[config.mk]
export PLATFORM = sky130hd
export DESIGN_NAME = pcx_xbar_slice
export DESIGN_NICKNAME = d
export VERILOG_FILES = /design/src/common/pcx_pkg.sv /design/src/logic/pcx_src_buf.sv /design/src/logic/pcx_arb.sv /design/src/logic/pcx_arb_csr.sv /design/src/logic/pcx_data_px2.sv /design/src/logic/pcx_dest_queue.sv /design/src/logic/pcx_xbar_slice.sv
export SDC_FILE = /design/constraint.sdc
export NUM_CORES = 1
export LEC_CHECK = 0
export ABC_AREA = 0
export BUFFER_PORTS_ARGS = -buffer_cell sky130_fd_sc_hd__buf_4
export CAP_MARGIN = 20
export CORE_MARGIN = 10
export CORE_UTILIZATION = 55
export DETAILED_ROUTE_END_ITERATION = 8
export PLACE_DENSITY = 0.74
export SYNTH_ARGS = -nofsm -noshare
export SYNTH_HDL_FRONTEND = slang
export SYNTH_SLANG_ARGS = --single-unit
[constraint.sdc]
create_clock -name rclk -period 6 [get_ports rclk]
set_input_delay 0.6 -clock rclk [delete_from_list [all_inputs] [get_ports rclk]]
set_output_delay 0.6 -clock rclk [all_outputs]
set_load 0.02 [all_outputs]
[src/common/pcx_pkg.sv]
`default_nettype none

package pcx_pkg;

   ////////////////////
   // Sizing
   ////////////////////

   // Core sources feeding one bank
   localparam int num_src   = 4;
   localparam int src_id_w  = 2;
   // Packet width on the PCX bus
   localparam int pcx_width = 40;
   // Bank-side queue
   localparam int q_depth     = 8;
   localparam int q_ptr_w     = $clog2(q_depth);
   // Two packets in the pipe plus one grant in the same cycle
   localparam int q_stall_lvl = q_depth - 3;
   // Grant counters wrap at 255
   localparam int cnt_w     = 8;

   ////////////////////
   // Packet and control types
   ////////////////////

   // Request packet, 4+2+18+16 bits
   typedef struct packed {
      logic [3:0]  rqtype;
      logic [1:0]  cpu_id;
      logic [17:0] addr;
      logic [15:0] data;
   } pcx_pkt_t;

   // Control access, write sets the enable mask
   typedef struct packed {
      logic                wr;
      logic                rd;
      logic [src_id_w-1:0] idx;
      logic [num_src-1:0]  wdata;
   } csr_req_t;

   // Read response, valid one cycle after the read strobe
   typedef struct packed {
      logic             rvalid;
      logic [cnt_w-1:0] rdata;
   } csr_rsp_t;

endpackage

`default_nettype wire

[src/logic/pcx_src_buf.sv]
`default_nettype none

module pcx_src_buf (
   input  wire logic              rclk,
   input  wire logic              rst_n,
   input  wire logic              req,
   input  wire pcx_pkg::pcx_pkt_t pkt,
   input  wire logic              grant,
   output logic                   has_req,
   output pcx_pkg::pcx_pkt_t      head,
   output logic                   full
);
   import pcx_pkg::*;

   // Two packet slots, no reset on payload
   pcx_pkt_t   mem [2];
   logic       wr_ptr;
   logic       rd_ptr;
   logic [1:0] count;
   logic       do_push;
   logic       do_pop;

   // Core never strobes into a full buffer
   assign do_push = req & ~full;
   // Arbiter only grants a source that shows a request
   assign do_pop  = grant & has_req;

   always_ff @(posedge rclk or negedge rst_n) begin
      if (!rst_n) begin
         wr_ptr <= 1'b0;
         rd_ptr <= 1'b0;
         count  <= 2'd0;
      end else begin
         if (do_push) wr_ptr <= ~wr_ptr;
         if (do_pop) rd_ptr <= ~rd_ptr;
         // Push and pop together leave the count alone
         count <= count + {1'b0, do_push} - {1'b0, do_pop};
      end
   end

   always_ff @(posedge rclk) begin
      if (do_push) mem[wr_ptr] <= pkt;
   end

   // Head packet straight to the arbiter mux
   assign head    = mem[rd_ptr];
   assign has_req = (count != 2'd0);
   assign full    = (count == 2'd2);

endmodule

`default_nettype wire

[src/logic/pcx_arb.sv]
`default_nettype none

module pcx_arb (
   input  wire logic                                     rclk,
   input  wire logic                                     rst_n,
   input  wire logic [pcx_pkg::num_src-1:0]              has_req,
   input  wire pcx_pkg::pcx_pkt_t [pcx_pkg::num_src-1:0] heads,
   input  wire logic [pcx_pkg::num_src-1:0]              en_mask,
   input  wire logic                                     pcx_stall_pq_buf,
   output logic [pcx_pkg::num_src-1:0]                   grant,
   output logic [pcx_pkg::pcx_width-1:0]                 pcx_data_px_l,
   output logic                                          pcx_data_rdy_px
);
   import pcx_pkg::*;

   ////////////////////
   // Source select
   ////////////////////

   // Source with top priority this cycle
   logic [src_id_w-1:0] ptr;
   logic [src_id_w-1:0] sel;
   logic                found;
   logic [num_src-1:0]  elig;
   logic                take;

   // Masked sources keep their packets but are skipped
   assign elig = has_req & en_mask;

   // Walk from the pointer, first eligible source wins
   always_comb begin
      logic [src_id_w-1:0] cand;
      sel   = ptr;
      found = 1'b0;
      for (int i = 0; i < num_src; i++) begin
         cand = ptr + src_id_w'(i);
         if (!found && elig[cand]) begin
            sel   = cand;
            found = 1'b1;
         end
      end
   end

   // Nothing goes out while the queue asks for stall
   assign take = found & ~pcx_stall_pq_buf;

   always_comb begin
      grant = '0;
      if (take) grant[sel] = 1'b1;
   end

   // Next source after the winner gets top priority
   always_ff @(posedge rclk or negedge rst_n) begin
      if (!rst_n) begin
         ptr <= '0;
      end else if (take) begin
         ptr <= sel + 1'b1;
      end
   end

   ////////////////////
   // PCX bus register
   ////////////////////

   // Ready flag rides beside the data
   always_ff @(posedge rclk or negedge rst_n) begin
      if (!rst_n) begin
         pcx_data_rdy_px <= 1'b0;
      end else begin
         pcx_data_rdy_px <= take;
      end
   end

   // Bus is low-true across the long wire
   always_ff @(posedge rclk) begin
      if (take) pcx_data_px_l <= ~heads[sel];
   end

endmodule

`default_nettype wire

[src/logic/pcx_arb_csr.sv]
`default_nettype none

module pcx_arb_csr (
   input  wire logic                        rclk,
   input  wire logic                        rst_n,
   input  wire pcx_pkg::csr_req_t           csr_req,
   input  wire logic [pcx_pkg::num_src-1:0] grant,
   output pcx_pkg::csr_rsp_t                csr_rsp,
   output logic [pcx_pkg::num_src-1:0]      en_mask
);
   import pcx_pkg::*;

   // One grant counter per source
   logic [cnt_w-1:0] cnt [num_src];

   ////////////////////
   // Enable mask
   ////////////////////

   // All sources enabled out of reset
   // Write index is ignored, the whole mask is one field
   always_ff @(posedge rclk or negedge rst_n) begin
      if (!rst_n) begin
         en_mask <= '1;
      end else if (csr_req.wr) begin
         en_mask <= csr_req.wdata;
      end
   end

   ////////////////////
   // Grant counters
   ////////////////////

   // Free-running, wrap past 255
   always_ff @(posedge rclk or negedge rst_n) begin
      if (!rst_n) begin
         for (int i = 0; i < num_src; i++) begin
            cnt[i] <= '0;
         end
      end else begin
         for (int i = 0; i < num_src; i++) begin
            if (grant[i]) cnt[i] <= cnt[i] + 1'b1;
         end
      end
   end

   // Read data one cycle after the strobe
   // Count seen is the one before any grant in the read cycle
   always_ff @(posedge rclk or negedge rst_n) begin
      if (!rst_n) begin
         csr_rsp <= '0;
      end else begin
         csr_rsp.rvalid <= csr_req.rd;
         if (csr_req.rd) csr_rsp.rdata <= cnt[csr_req.idx];
      end
   end

endmodule

`default_nettype wire

[src/logic/pcx_data_px2.sv]
`default_nettype none

module pcx_data_px2 (
   input  wire logic                          rclk,
   input  wire logic                          rst_n,
   input  wire logic [pcx_pkg::pcx_width-1:0] pcx_data_px_l,
   input  wire logic                          pcx_data_rdy_px,
   input  wire logic                          pcx_stall_pq,
   output pcx_pkg::pcx_pkt_t                  pcx_data_px2,
   output logic                               pcx_data_rdy_px2,
   output logic                               pcx_stall_pq_buf
);
   import pcx_pkg::*;

   // Still low-true after the retiming flop
   logic [pcx_width-1:0] pcx_data_px2_l;

   always_ff @(posedge rclk) begin
      pcx_data_px2_l <= pcx_data_px_l;
   end

   // Back to true polarity for the queue
   assign pcx_data_px2 = pcx_pkt_t'(~pcx_data_px2_l);

   // Ready follows its data by one stage
   always_ff @(posedge rclk or negedge rst_n) begin
      if (!rst_n) pcx_data_rdy_px2 <= 1'b0;
      else        pcx_data_rdy_px2 <= pcx_data_rdy_px;
   end

   // Stall heads upstream unregistered
   assign pcx_stall_pq_buf = pcx_stall_pq;

endmodule

`default_nettype wire

[src/logic/pcx_dest_queue.sv]
`default_nettype none

module pcx_dest_queue (
   input  wire logic              rclk,
   input  wire logic              rst_n,
   input  wire logic              wr,
   input  wire pcx_pkg::pcx_pkt_t wr_pkt,
   input  wire logic              pop,
   output logic                   not_empty,
   output pcx_pkg::pcx_pkt_t      head,
   output logic                   stall
);
   import pcx_pkg::*;

   ////////////////////
   // Storage and pointers
   ////////////////////

   pcx_pkt_t           mem [q_depth];
   logic [q_ptr_w-1:0] wr_ptr;
   logic [q_ptr_w-1:0] rd_ptr;
   // One extra bit so a full queue reads as 8
   logic [q_ptr_w:0]   count;
   logic               q_full;
   logic               do_wr;
   logic               do_pop;

   assign q_full = (count == (q_ptr_w+1)'(q_depth));
   // Pop on an empty queue does nothing
   assign do_pop = pop & not_empty;
   // Stall level keeps this from ever dropping a packet
   assign do_wr  = wr & (~q_full | do_pop);

   always_ff @(posedge rclk or negedge rst_n) begin
      if (!rst_n) begin
         wr_ptr <= '0;
         rd_ptr <= '0;
         count  <= '0;
      end else begin
         // Pointers wrap naturally at depth 8
         if (do_wr) wr_ptr <= wr_ptr + 1'b1;
         if (do_pop) rd_ptr <= rd_ptr + 1'b1;
         count <= count + {{q_ptr_w{1'b0}}, do_wr} - {{q_ptr_w{1'b0}}, do_pop};
      end
   end

   always_ff @(posedge rclk) begin
      if (do_wr) mem[wr_ptr] <= wr_pkt;
   end

   ////////////////////
   // Bank side
   ////////////////////

   assign head      = mem[rd_ptr];
   assign not_empty = (count != '0);

   // Early stall covers the arbiter and retiming registers
   // plus a grant made on the edge that reaches the level
   assign stall = (count >= (q_ptr_w+1)'(q_stall_lvl));

endmodule

`default_nettype wire

[src/logic/pcx_xbar_slice.sv]
`default_nettype none

module pcx_xbar_slice (
   input  wire logic                                     rclk,
   input  wire logic                                     rst_n,
   input  wire logic [pcx_pkg::num_src-1:0]              req,
   input  wire pcx_pkg::pcx_pkt_t [pcx_pkg::num_src-1:0] req_pkt,
   output logic [pcx_pkg::num_src-1:0]                   full,
   input  wire logic                                     pop,
   output logic                                          not_empty,
   output pcx_pkg::pcx_pkt_t                             head,
   output logic                                          stall,
   input  wire pcx_pkg::csr_req_t                        csr_req,
   output pcx_pkg::csr_rsp_t                             csr_rsp
);
   import pcx_pkg::*;

   // Buffer to arbiter
   logic [num_src-1:0]              has_req;
   pcx_pkt_t [num_src-1:0]          heads;
   logic [num_src-1:0]              grant;
   logic [num_src-1:0]              en_mask;
   // Arbiter to retiming stage, low-true data
   logic [pcx_width-1:0]            pcx_data_px_l;
   logic                            pcx_data_rdy_px;
   // Retiming stage to queue
   pcx_pkt_t                        pcx_data_px2;
   logic                            pcx_data_rdy_px2;
   logic                            pcx_stall_pq_buf;

   ////////////////////
   // Core-side buffers
   ////////////////////

   for (genvar g = 0; g < num_src; g++) begin : g_src
      pcx_src_buf u_src_buf (
         .rclk    (rclk),
         .rst_n   (rst_n),
         .req     (req[g]),
         .pkt     (req_pkt[g]),
         .grant   (grant[g]),
         .has_req (has_req[g]),
         .head    (heads[g]),
         .full    (full[g])
      );
   end

   ////////////////////
   // Arbitration and control
   ////////////////////

   pcx_arb u_arb (
      .rclk             (rclk),
      .rst_n            (rst_n),
      .has_req          (has_req),
      .heads            (heads),
      .en_mask          (en_mask),
      .pcx_stall_pq_buf (pcx_stall_pq_buf),
      .grant            (grant),
      .pcx_data_px_l    (pcx_data_px_l),
      .pcx_data_rdy_px  (pcx_data_rdy_px)
   );

   pcx_arb_csr u_arb_csr (
      .rclk    (rclk),
      .rst_n   (rst_n),
      .csr_req (csr_req),
      .grant   (grant),
      .csr_rsp (csr_rsp),
      .en_mask (en_mask)
   );

   ////////////////////
   // Retime and bank queue
   ////////////////////

   pcx_data_px2 u_data_px2 (
      .rclk             (rclk),
      .rst_n            (rst_n),
      .pcx_data_px_l    (pcx_data_px_l),
      .pcx_data_rdy_px  (pcx_data_rdy_px),
      .pcx_stall_pq     (stall),
      .pcx_data_px2     (pcx_data_px2),
      .pcx_data_rdy_px2 (pcx_data_rdy_px2),
      .pcx_stall_pq_buf (pcx_stall_pq_buf)
   );

   pcx_dest_queue u_dest_queue (
      .rclk      (rclk),
      .rst_n     (rst_n),
      .wr        (pcx_data_rdy_px2),
      .wr_pkt    (pcx_data_px2),
      .pop       (pop),
      .not_empty (not_empty),
      .head      (head),
      .stall     (stall)
   );

endmodule

`default_nettype wire

==> results of run 1 <==
[synth_stat cells, types with 2 or more instances]
cell	number
a2bb2oi_2	2
mux2_2	57
o21ai_2	2
buf_2	21
edfxtp_1	680
mux4_2	88
nand3_1	10
and3_1	9
o21ai_0	4
clkbuf_1	44
ha_1	24
a21o_1	2
mux2i_1	160
nor2_1	23
xnor2_1	28
nand4_1	10
nor3_2	5
xor2_1	22
nand2_1	146
buf_4	10
buf_1	3
dfrtp_1	71
nor3_1	5
o21a_1	3
dfxtp_1	40
a32oi_1	40
a21oi_1	42
nand2b_1	4
dfstp_2	4
inv_1	68
[power by group]
group	internal (mW)	switching [mW]	total [mW]	leakage [nW]
combinational	2.35	3.75	6.10	4.40
clock	2.75	1.99	4.74	1.22
sequential	7.93	0.602	8.53	7.52
[state kept, by name, summed over array words and instances, names as in the netlist]
signal                       cells
g_src.u_src_buf.mem            320
u_dest_queue.mem               320
u_arb.pcx_data_px_l             40
u_data_px2.pcx_data_px2_l       40
u_arb_csr.cnt                   32
u_arb_csr.csr_rsp                9
g_src.u_src_buf.count            8
g_src.u_src_buf.rd_ptr           4
g_src.u_src_buf.wr_ptr           4
u_arb_csr.en_mask                4
u_dest_queue.count               4
u_dest_queue.rd_ptr              3
u_dest_queue.wr_ptr              3
u_arb.ptr                        2
u_arb.pcx_data_rdy_px            1
u_data_px2.pcx_data_rdy_px2      1
[final cells by class]
class	count	area [um^2]	share of cell area
Antenna cell	1	2.50	0.0000706
Clock buffer	114	2220	0.0626
Clock inverter	30	269	0.00759
Inverter	71	270	0.00762
Multi-Input combinational cell	696	6750	0.190
Sequential cell	795	23100	0.652
Tap cell	704	881	0.0248
Timing Repair Buffer	256	1950	0.0551
[worst reg2reg max path, cell delays in order (launching register included)]
cell and delay (ns):
dfrtp_1 0.42, o21ai_1 0.31, a2bb2oi_2 0.11, a2bb2oi_2 0.14, and2_4 0.16, inv_4 0.72
ha_1 0.32, nand3_1 0.18, nor2_1 0.25, ha_1 0.26, inv_1 0.06, ha_1 0.14
xnor2_1 0.13, xnor2_1 0.14
[routing by layer]
metal	routed length, um	vias up	global-route usage
met1	26900	7766	0.272
met4	1370	0	0.0638
met3	4870	80	0.0476
met2	32800	574	0.335
li1	-	6832	-
met5	0	-	0
[through the flow]
stage	util	total power, mW	cell area [um^2]	setup slack (ns)
after global placement	0.600	14.6	32900	2.72
after global routing	0.646	20.3	35500	2.11
final	0.646	19.4	35500	2.33
after detailed placement	0.600	14.8	32900	2.64
after CTS	0.646	19.5	35400	2.22
after floorplan	-	12.6	30400	1.47
[cells by family (layout without fill, tap and decap cells)]
logic type,count (synthesis),after routing,synth area share
AOI/OAI and AO/OA,100,100,0.0234
xor gates and xnor gates,50,50,0.0144
adders and majority gates,25,25,0.0105
buffers and inverters,149,471,0.0206
DFF,795,795,0.761
muxes,306,306,0.139
other,0,1,0
and+or+nand+nor,215,215,0.0310
[final timing paths]
check	end	slack, ns
worst max-delay path	head[7]	2.33
worst min-delay path	g_src[1].u_src_buf.count[0]$_DFF_PN0_	0.14
worst max register to register	g_src[0].u_src_buf.count[1]$_DFF_PN0_	2.60
worst min register to register	u_data_px2.pcx_data_px2_l[24]$_DFF_P_	0.34
max in group asynchronous	u_dest_queue.rd_ptr[0]$_DFFE_PN0P_	5.11
min in group rclk	g_src[1].u_src_buf.mem[0][4]$_DFFE_PP_	0.16
==> run metrics, run 1 <==
status=finished, final reports clean; global placer's final weighted congestion=0.805; Slew headroom=0.298; clk_skew=0.0232 ns; CTS Root Cell=clkbuf_16; layout cell share with drive strength beyond 1=0.283; CP Launch Type=flip-flop; Clock transition at path regs=0.06 ns; via count=15252; I/O Buffers=229; Synth Warn #=0; Synth Instances=1640; router iterations before antenna repair=5; core region area=54900 um^2; CTS Buffer Depth=3; CTS-repair resized insts=0; Yosys cell types=43; DRC violation count after routing=0; TNS Setup=0 ns; cell family with most CP delay=multiplexers; CP startpoint=u_dest_queue.rd_ptr[0]$_DFFE_PN0P_; depth of the CTS H-tree=3; largest area contributor in the netlist=edfxtp_1; biggest cell delay along the critical path=0.71 ns; number of enable flip-flop cells after synthesis=680; pin count of the biggest net entering global routing=90; Die H=255 um; WS Path Type=reg -> out; actual slew at the worst max-slew pin=1.05 ns; TritonCTS buffer count=78; RSZ-0062 raised after global routing=no; dpl cells=2521; R2R Path Start=g_src[3].u_src_buf.count[1]$_DFF_PN0_; clk_lat worst skew=0.62 ns; Cell Chain, Critical Path=buf_4 > mux4_2 > mux2_2 > buf_4; nets=2098; clk sinks=795; critical path arrival=3.07 ns; Max Cap Viol=0; WL final=66000 um; Max Slew Vio Count=0; CP required=5.40 ns; 1st-iter DRT viols=1353; final setup violation count=0; largest cells by area after synthesis=edfxtp_1 (67%), mux4_2 (6.5%), dfrtp_1 (5.8%), mux2i_1 (5.3%), dfxtp_1 (2.6%); Worst R2R Path Depth=13; fmax=273 MHz; initial antenna violation count=1; sequential cell area fraction in the yosys report=0.761; IO Pins=230; Total GRT Usage=0.206; CP max FO=39; TritonCTS clock tree=built; Yosys reg bits=795; WP buf/inv=2; Cell Pwr Density=546 nW/um^2; fill count=3737; crit-path most repeated cell=buf_4; WP depth=4; fin crit period=3.67 ns; CP max-delay cell=buf_4; Vias/cell=5.72; vias in the first global route=16114; DR WL/cell=24.7 um; most frequent cells in the layout=edfxtp_1 (680), buf_4 (254), mux2i_1 (160); Final Non-Filler Cells=2667; synthesized area per cell=18.5 um^2; Final Cycle Share=0.611; mapped cell area=30400 um^2; Post-DRT Antenna Nets=0; total gr overflow=0; Fin. Hold Viols=0; Die X=255 um; Hold Path Class=in -> async; crit end category=output pin; FFs w/ async S/R, synth=0.0943; top cell type's share of synthesized area=0.672; first-pass GRT wire length=99600 um; area delta synth->final=16.7%; top_reg_cell synth=edfxtp_1; row cnt=86; Hold WS=0.142 ns; Die ar.=65000 um^2; Max VDD drop=0.433 mV; Post CTS Setup Buffer Count=0; most common cell after layout, fill and taps aside=edfxtp_1; cts hold-fix bufs=0; syn_nets=1840; dpl hpwl=41100 um; Initial Util=0.553; Leak Pwr=13.1 nW
Note: power is estimated with default switching activity, not from simulation.
==> inputs of run 2 (changes only) <==
--- a/config.mk
+++ b/config.mk
@@ -5,7 +5,7 @@
 export SDC_FILE = /design/constraint.sdc
 export NUM_CORES = 1
 export LEC_CHECK = 0
-export ABC_AREA = 0
+export ABC_AREA = 1
 export BUFFER_PORTS_ARGS = -buffer_cell sky130_fd_sc_hd__buf_4
 export CAP_MARGIN = 20
 export CORE_MARGIN = 10
==> constraint.sdc (replaced) <==
create_clock -name rclk -period 3.8 [get_ports rclk]
set_input_delay 0.38 -clock rclk [delete_from_list [all_inputs] [get_ports rclk]]
set_output_delay 0.38 -clock rclk [all_outputs]
set_load 0.02 [all_outputs]
==> run metrics, run 2 <==
status=finished, final reports clean; top_reg_cell synth=edfxtp_1; clk sinks=795 (unchanged); Hold WS=0.0519 ns (-0.0904 ns); total gr overflow=0 (unchanged); Max VDD drop=0.799 mV (+85%); most numerous cell in the Yosys netlist=edfxtp_1; global placer's final weighted congestion=0.876 (+8.9%); ANT cells=0 (-1); Max Cap Viol=0 (unchanged); most common cell after layout, fill and taps aside=edfxtp_1; CP required=4.32 ns (-1.08 ns); DR WL/cell=20.9 um (-16%); Hold Path Class=in -> reg; final setup violation count=0 (unchanged); Vias/cell=5.50 (-3.9%); initial antenna violation count=1 (unchanged); min-delay src=csr_req[7]; Reg2Reg Setup Slack=0.29 ns (-2.31 ns); largest area contributor in the netlist=edfxtp_1; clk_skew=0.0199 ns (-0.00333 ns); router iterations before antenna repair=5 (unchanged); Yosys cell types=39 (-9.3%); Die H=260 um (+1.8%); CP Launch Type=flip-flop; via count=20075 (+32%); Final Cycle Share=0.924; hold path endpoint=u_arb_csr.en_mask[2]$_DFFE_PN1P_; pin count of the biggest net entering global routing=162 (+80%); TNS Setup=0 ns (unchanged); Die X=260 um (+1.8%); first-pass GRT wire length=118000 um (+18%); Post CTS Setup Buffer Count=0 (unchanged); Post-DRT Antenna Nets=0 (unchanged); Clock transition at path regs=0.06 ns (about the same); synthesized area per cell=12.9 um^2 (-30%); synth cell count leaders=edfxtp_1 (680), nand2_1 (398), nor2_1 (326); depth of the CTS H-tree=3 (unchanged); row cnt=87 (+1.2%); top cell type's share of synthesized area=0.647 (-0.0255); Die ar.=67400 um^2 (+3.6%); core region area=56600 um^2 (+3.1%); DP Worst Slack=0.462 ns (-2.18 ns); Reg area=23100 um^2 (about the same); Slew headroom=0.292 (-0.00569); CTS Root Cell=clkbuf_16; crit end category=flip-flop; DRC violation count after routing=0 (unchanged); Initial Util=0.558 (+0.00427); TritonCTS buffer count=79 (+1.3%); layout cell share with drive strength beyond 1=0.150 (-0.133); Final WS setup=0.291 ns (-2.04 ns); 1st-iter DRT viols=1998 (+48%); fmax=285 MHz; Synth Warn #=0 (unchanged); area delta synth->final=21.6%; sequential cell area fraction in the yosys report=0.732 (-0.0288); Fin. Hold Viols=0 (unchanged); number of enable flip-flop cells after synthesis=680 (unchanged); biggest regs=g_src.u_src_buf.mem: 320 flops, u_dest_queue.mem: 320 flops; Worst R2R Path Depth=15 (+2); WL final=76200 um (+16%); CTS Buffer Depth=3 (unchanged); fill count=3759 (+0.59%); Max Slew Vio Count=0 (unchanged); I/O Buffers=229 (unchanged); TritonCTS clock tree=built; Leak Pwr=14.8 nW (+13%); Yosys reg bits=795 (unchanged); hold depth=2; CP max FO=50 (+28%); Cell Pwr Density=891 nW/um^2 (+63%); IO Pins=230 (unchanged); dpl hpwl=45300 um (+10%); Total GRT Usage=0.224 (+0.0185); largest cells by area after synthesis=edfxtp_1 (65%), dfrtp_1 (5.6%), mux2i_1 (5.1%), nand2_1 (4.7%), nor2_1 (3.9%); FFs w/ async S/R, synth=0.0943 (unchanged); Synth Instances=2444 (+49%); RSZ-0062 raised after global routing=no; WS Path Type=reg -> reg; final core occ=0.678 (+0.0320); critical path arrival=4.03 ns (+0.96 ns); nets=3031 (+44%); vias in the first global route=20404 (+27%); syn_nets=2644 (+44%); most frequent cells in the layout=edfxtp_1 (680), nand2_1 (397), nor2_1 (310); mapped cell area=31600 um^2 (+3.9%); multi-input logic area=7540 um^2 (+12%); terminus of the critical flop-to-flop path=g_src[3].u_src_buf.count[1]$_DFF_PN0_; fin crit period=3.51 ns; R2R Path Start=u_arb.ptr[0]$_DFFE_PN0N_; clk_lat worst skew=0.62 ns (about the same); actual slew at the worst max-slew pin=1.06 ns (+0.00854 ns)
## run 2: changes by cell type after synthesis, moves of 40 or more
cell	delta
mux4_2	-88
inv_1	+44
clkbuf_1	+50
o21ai_0	+184
nand3_1	+109
a31oi_1	+47
mux2_2	-53
a32oi_1	-40
nand2_1	+252
nor2_1	+303
## run 2: power by group
part | switching [mW] | total [mW] | internal [mW] | leakage (nW)
Sequential | 1.05 | 13.7 | 12.7 | 7.51
Combinational | 8.98 | 13.0 | 4.06 | 6.09
Clock | 3.18 | 7.44 | 4.27 | 1.21
Total | 13.2 | 34.2 | 21.0 | 14.8
## run 2: area by class of cell
cell class / instances / share of cell area
Multi-Input combinational cell: 1397 / 0.196
Tap cell: 756 / 0.0246
Sequential cell: 795 / 0.602
Clock inverter: 34 / 0.00688
Inverter: 121 / 0.0119
Clock buffer: 111 / 0.0575
Timing Repair Buffer: 437 / 0.100
## run 2: what timing repair did
action | 4_1_cts | 5_1_grt
resized for setup | 0 | 0
hold buffers | 166 | 0
hold endpoints to repair | 396 | 0
## run 2: logic make-up (layout without fill, tap and decap cells)
logic type,count (synthesis),after routing,share of synthesized area
AOI/OAI and AO/OA,303,303,0.0515
xor gates and xnor gates,37,37,0.0107
adders and majority gates,25,25,0.0101
buffers and inverters,252,703,0.0333
DFF,795,795,0.732
muxes,164,164,0.0522
and+or+nand+nor,868,868,0.110
## run 2: how the worst max path moves through the flow
stage / start / to / slack, ns
after floorplan: u_dest_queue.count[2]$_DFF_PN0_ / u_dest_queue.mem[0][0]$_DFFE_PP_ / 0.05
after global placement: u_arb.ptr[0]$_DFFE_PN0N_ / g_src[3].u_src_buf.count[0]$_DFF_PN0_ / 0.67
after detailed placement: u_arb.ptr[0]$_DFFE_PN0N_ / g_src[3].u_src_buf.count[1]$_DFF_PN0_ / 0.46
after CTS: u_arb.ptr[0]$_DFFE_PN0N_ / g_src[3].u_src_buf.count[1]$_DFF_PN0_ / 0.42
after global routing: u_arb.ptr[0]$_DFFE_PN0N_ / g_src[3].u_src_buf.count[1]$_DFF_PN0_ / 0.1
final: u_arb.ptr[0]$_DFFE_PN0N_ / g_src[3].u_src_buf.count[1]$_DFF_PN0_ / 0.29
## run 2: worst max-delay path: stages, from the launching register on
cell,delay (ns)
dfrtp_1,0.66
nand3_1,0.23
nand3_1,0.16
nand2_1,0.16
nand2_1,0.14
nand2_1,0.08
nand3_1,0.13
nand3_1,0.10
nand2_2,0.09
buf_4,0.47
nand2_1,0.44
inv_1,0.15
ha_1,0.24
inv_1,0.06
ha_1,0.15
xnor2_1,0.13
## run 2: metal layers
layer / share of wire / up-vias / track usage / routed length [um]
li1: - / 9385 / - / -
met1: 0.41 / 9756 / 0.297 / 31100
met2: 0.50 / 808 / 0.369 / 37800
met3: 0.072 / 124 / 0.0410 / 5480
met4: 0.024 / 2 / 0.0749 / 1790
met5: 0.00017 / - / 0 / 13
## run 2: metrics by stage
| step | instance area [um^2] | power (mW) | std cells |
|---|---|---|---|
| after global routing | 38400 | 36.2 | 3651 |
| after floorplan | 31600 | 22.2 | 2444 |
| after detailed placement | 34200 | 26.6 | 3337 |
| final | 38400 | 34.2 | 3651 |
| after global placement | 34200 | 26.1 | 3337 |
| after CTS | 38300 | 34.2 | 3648 |
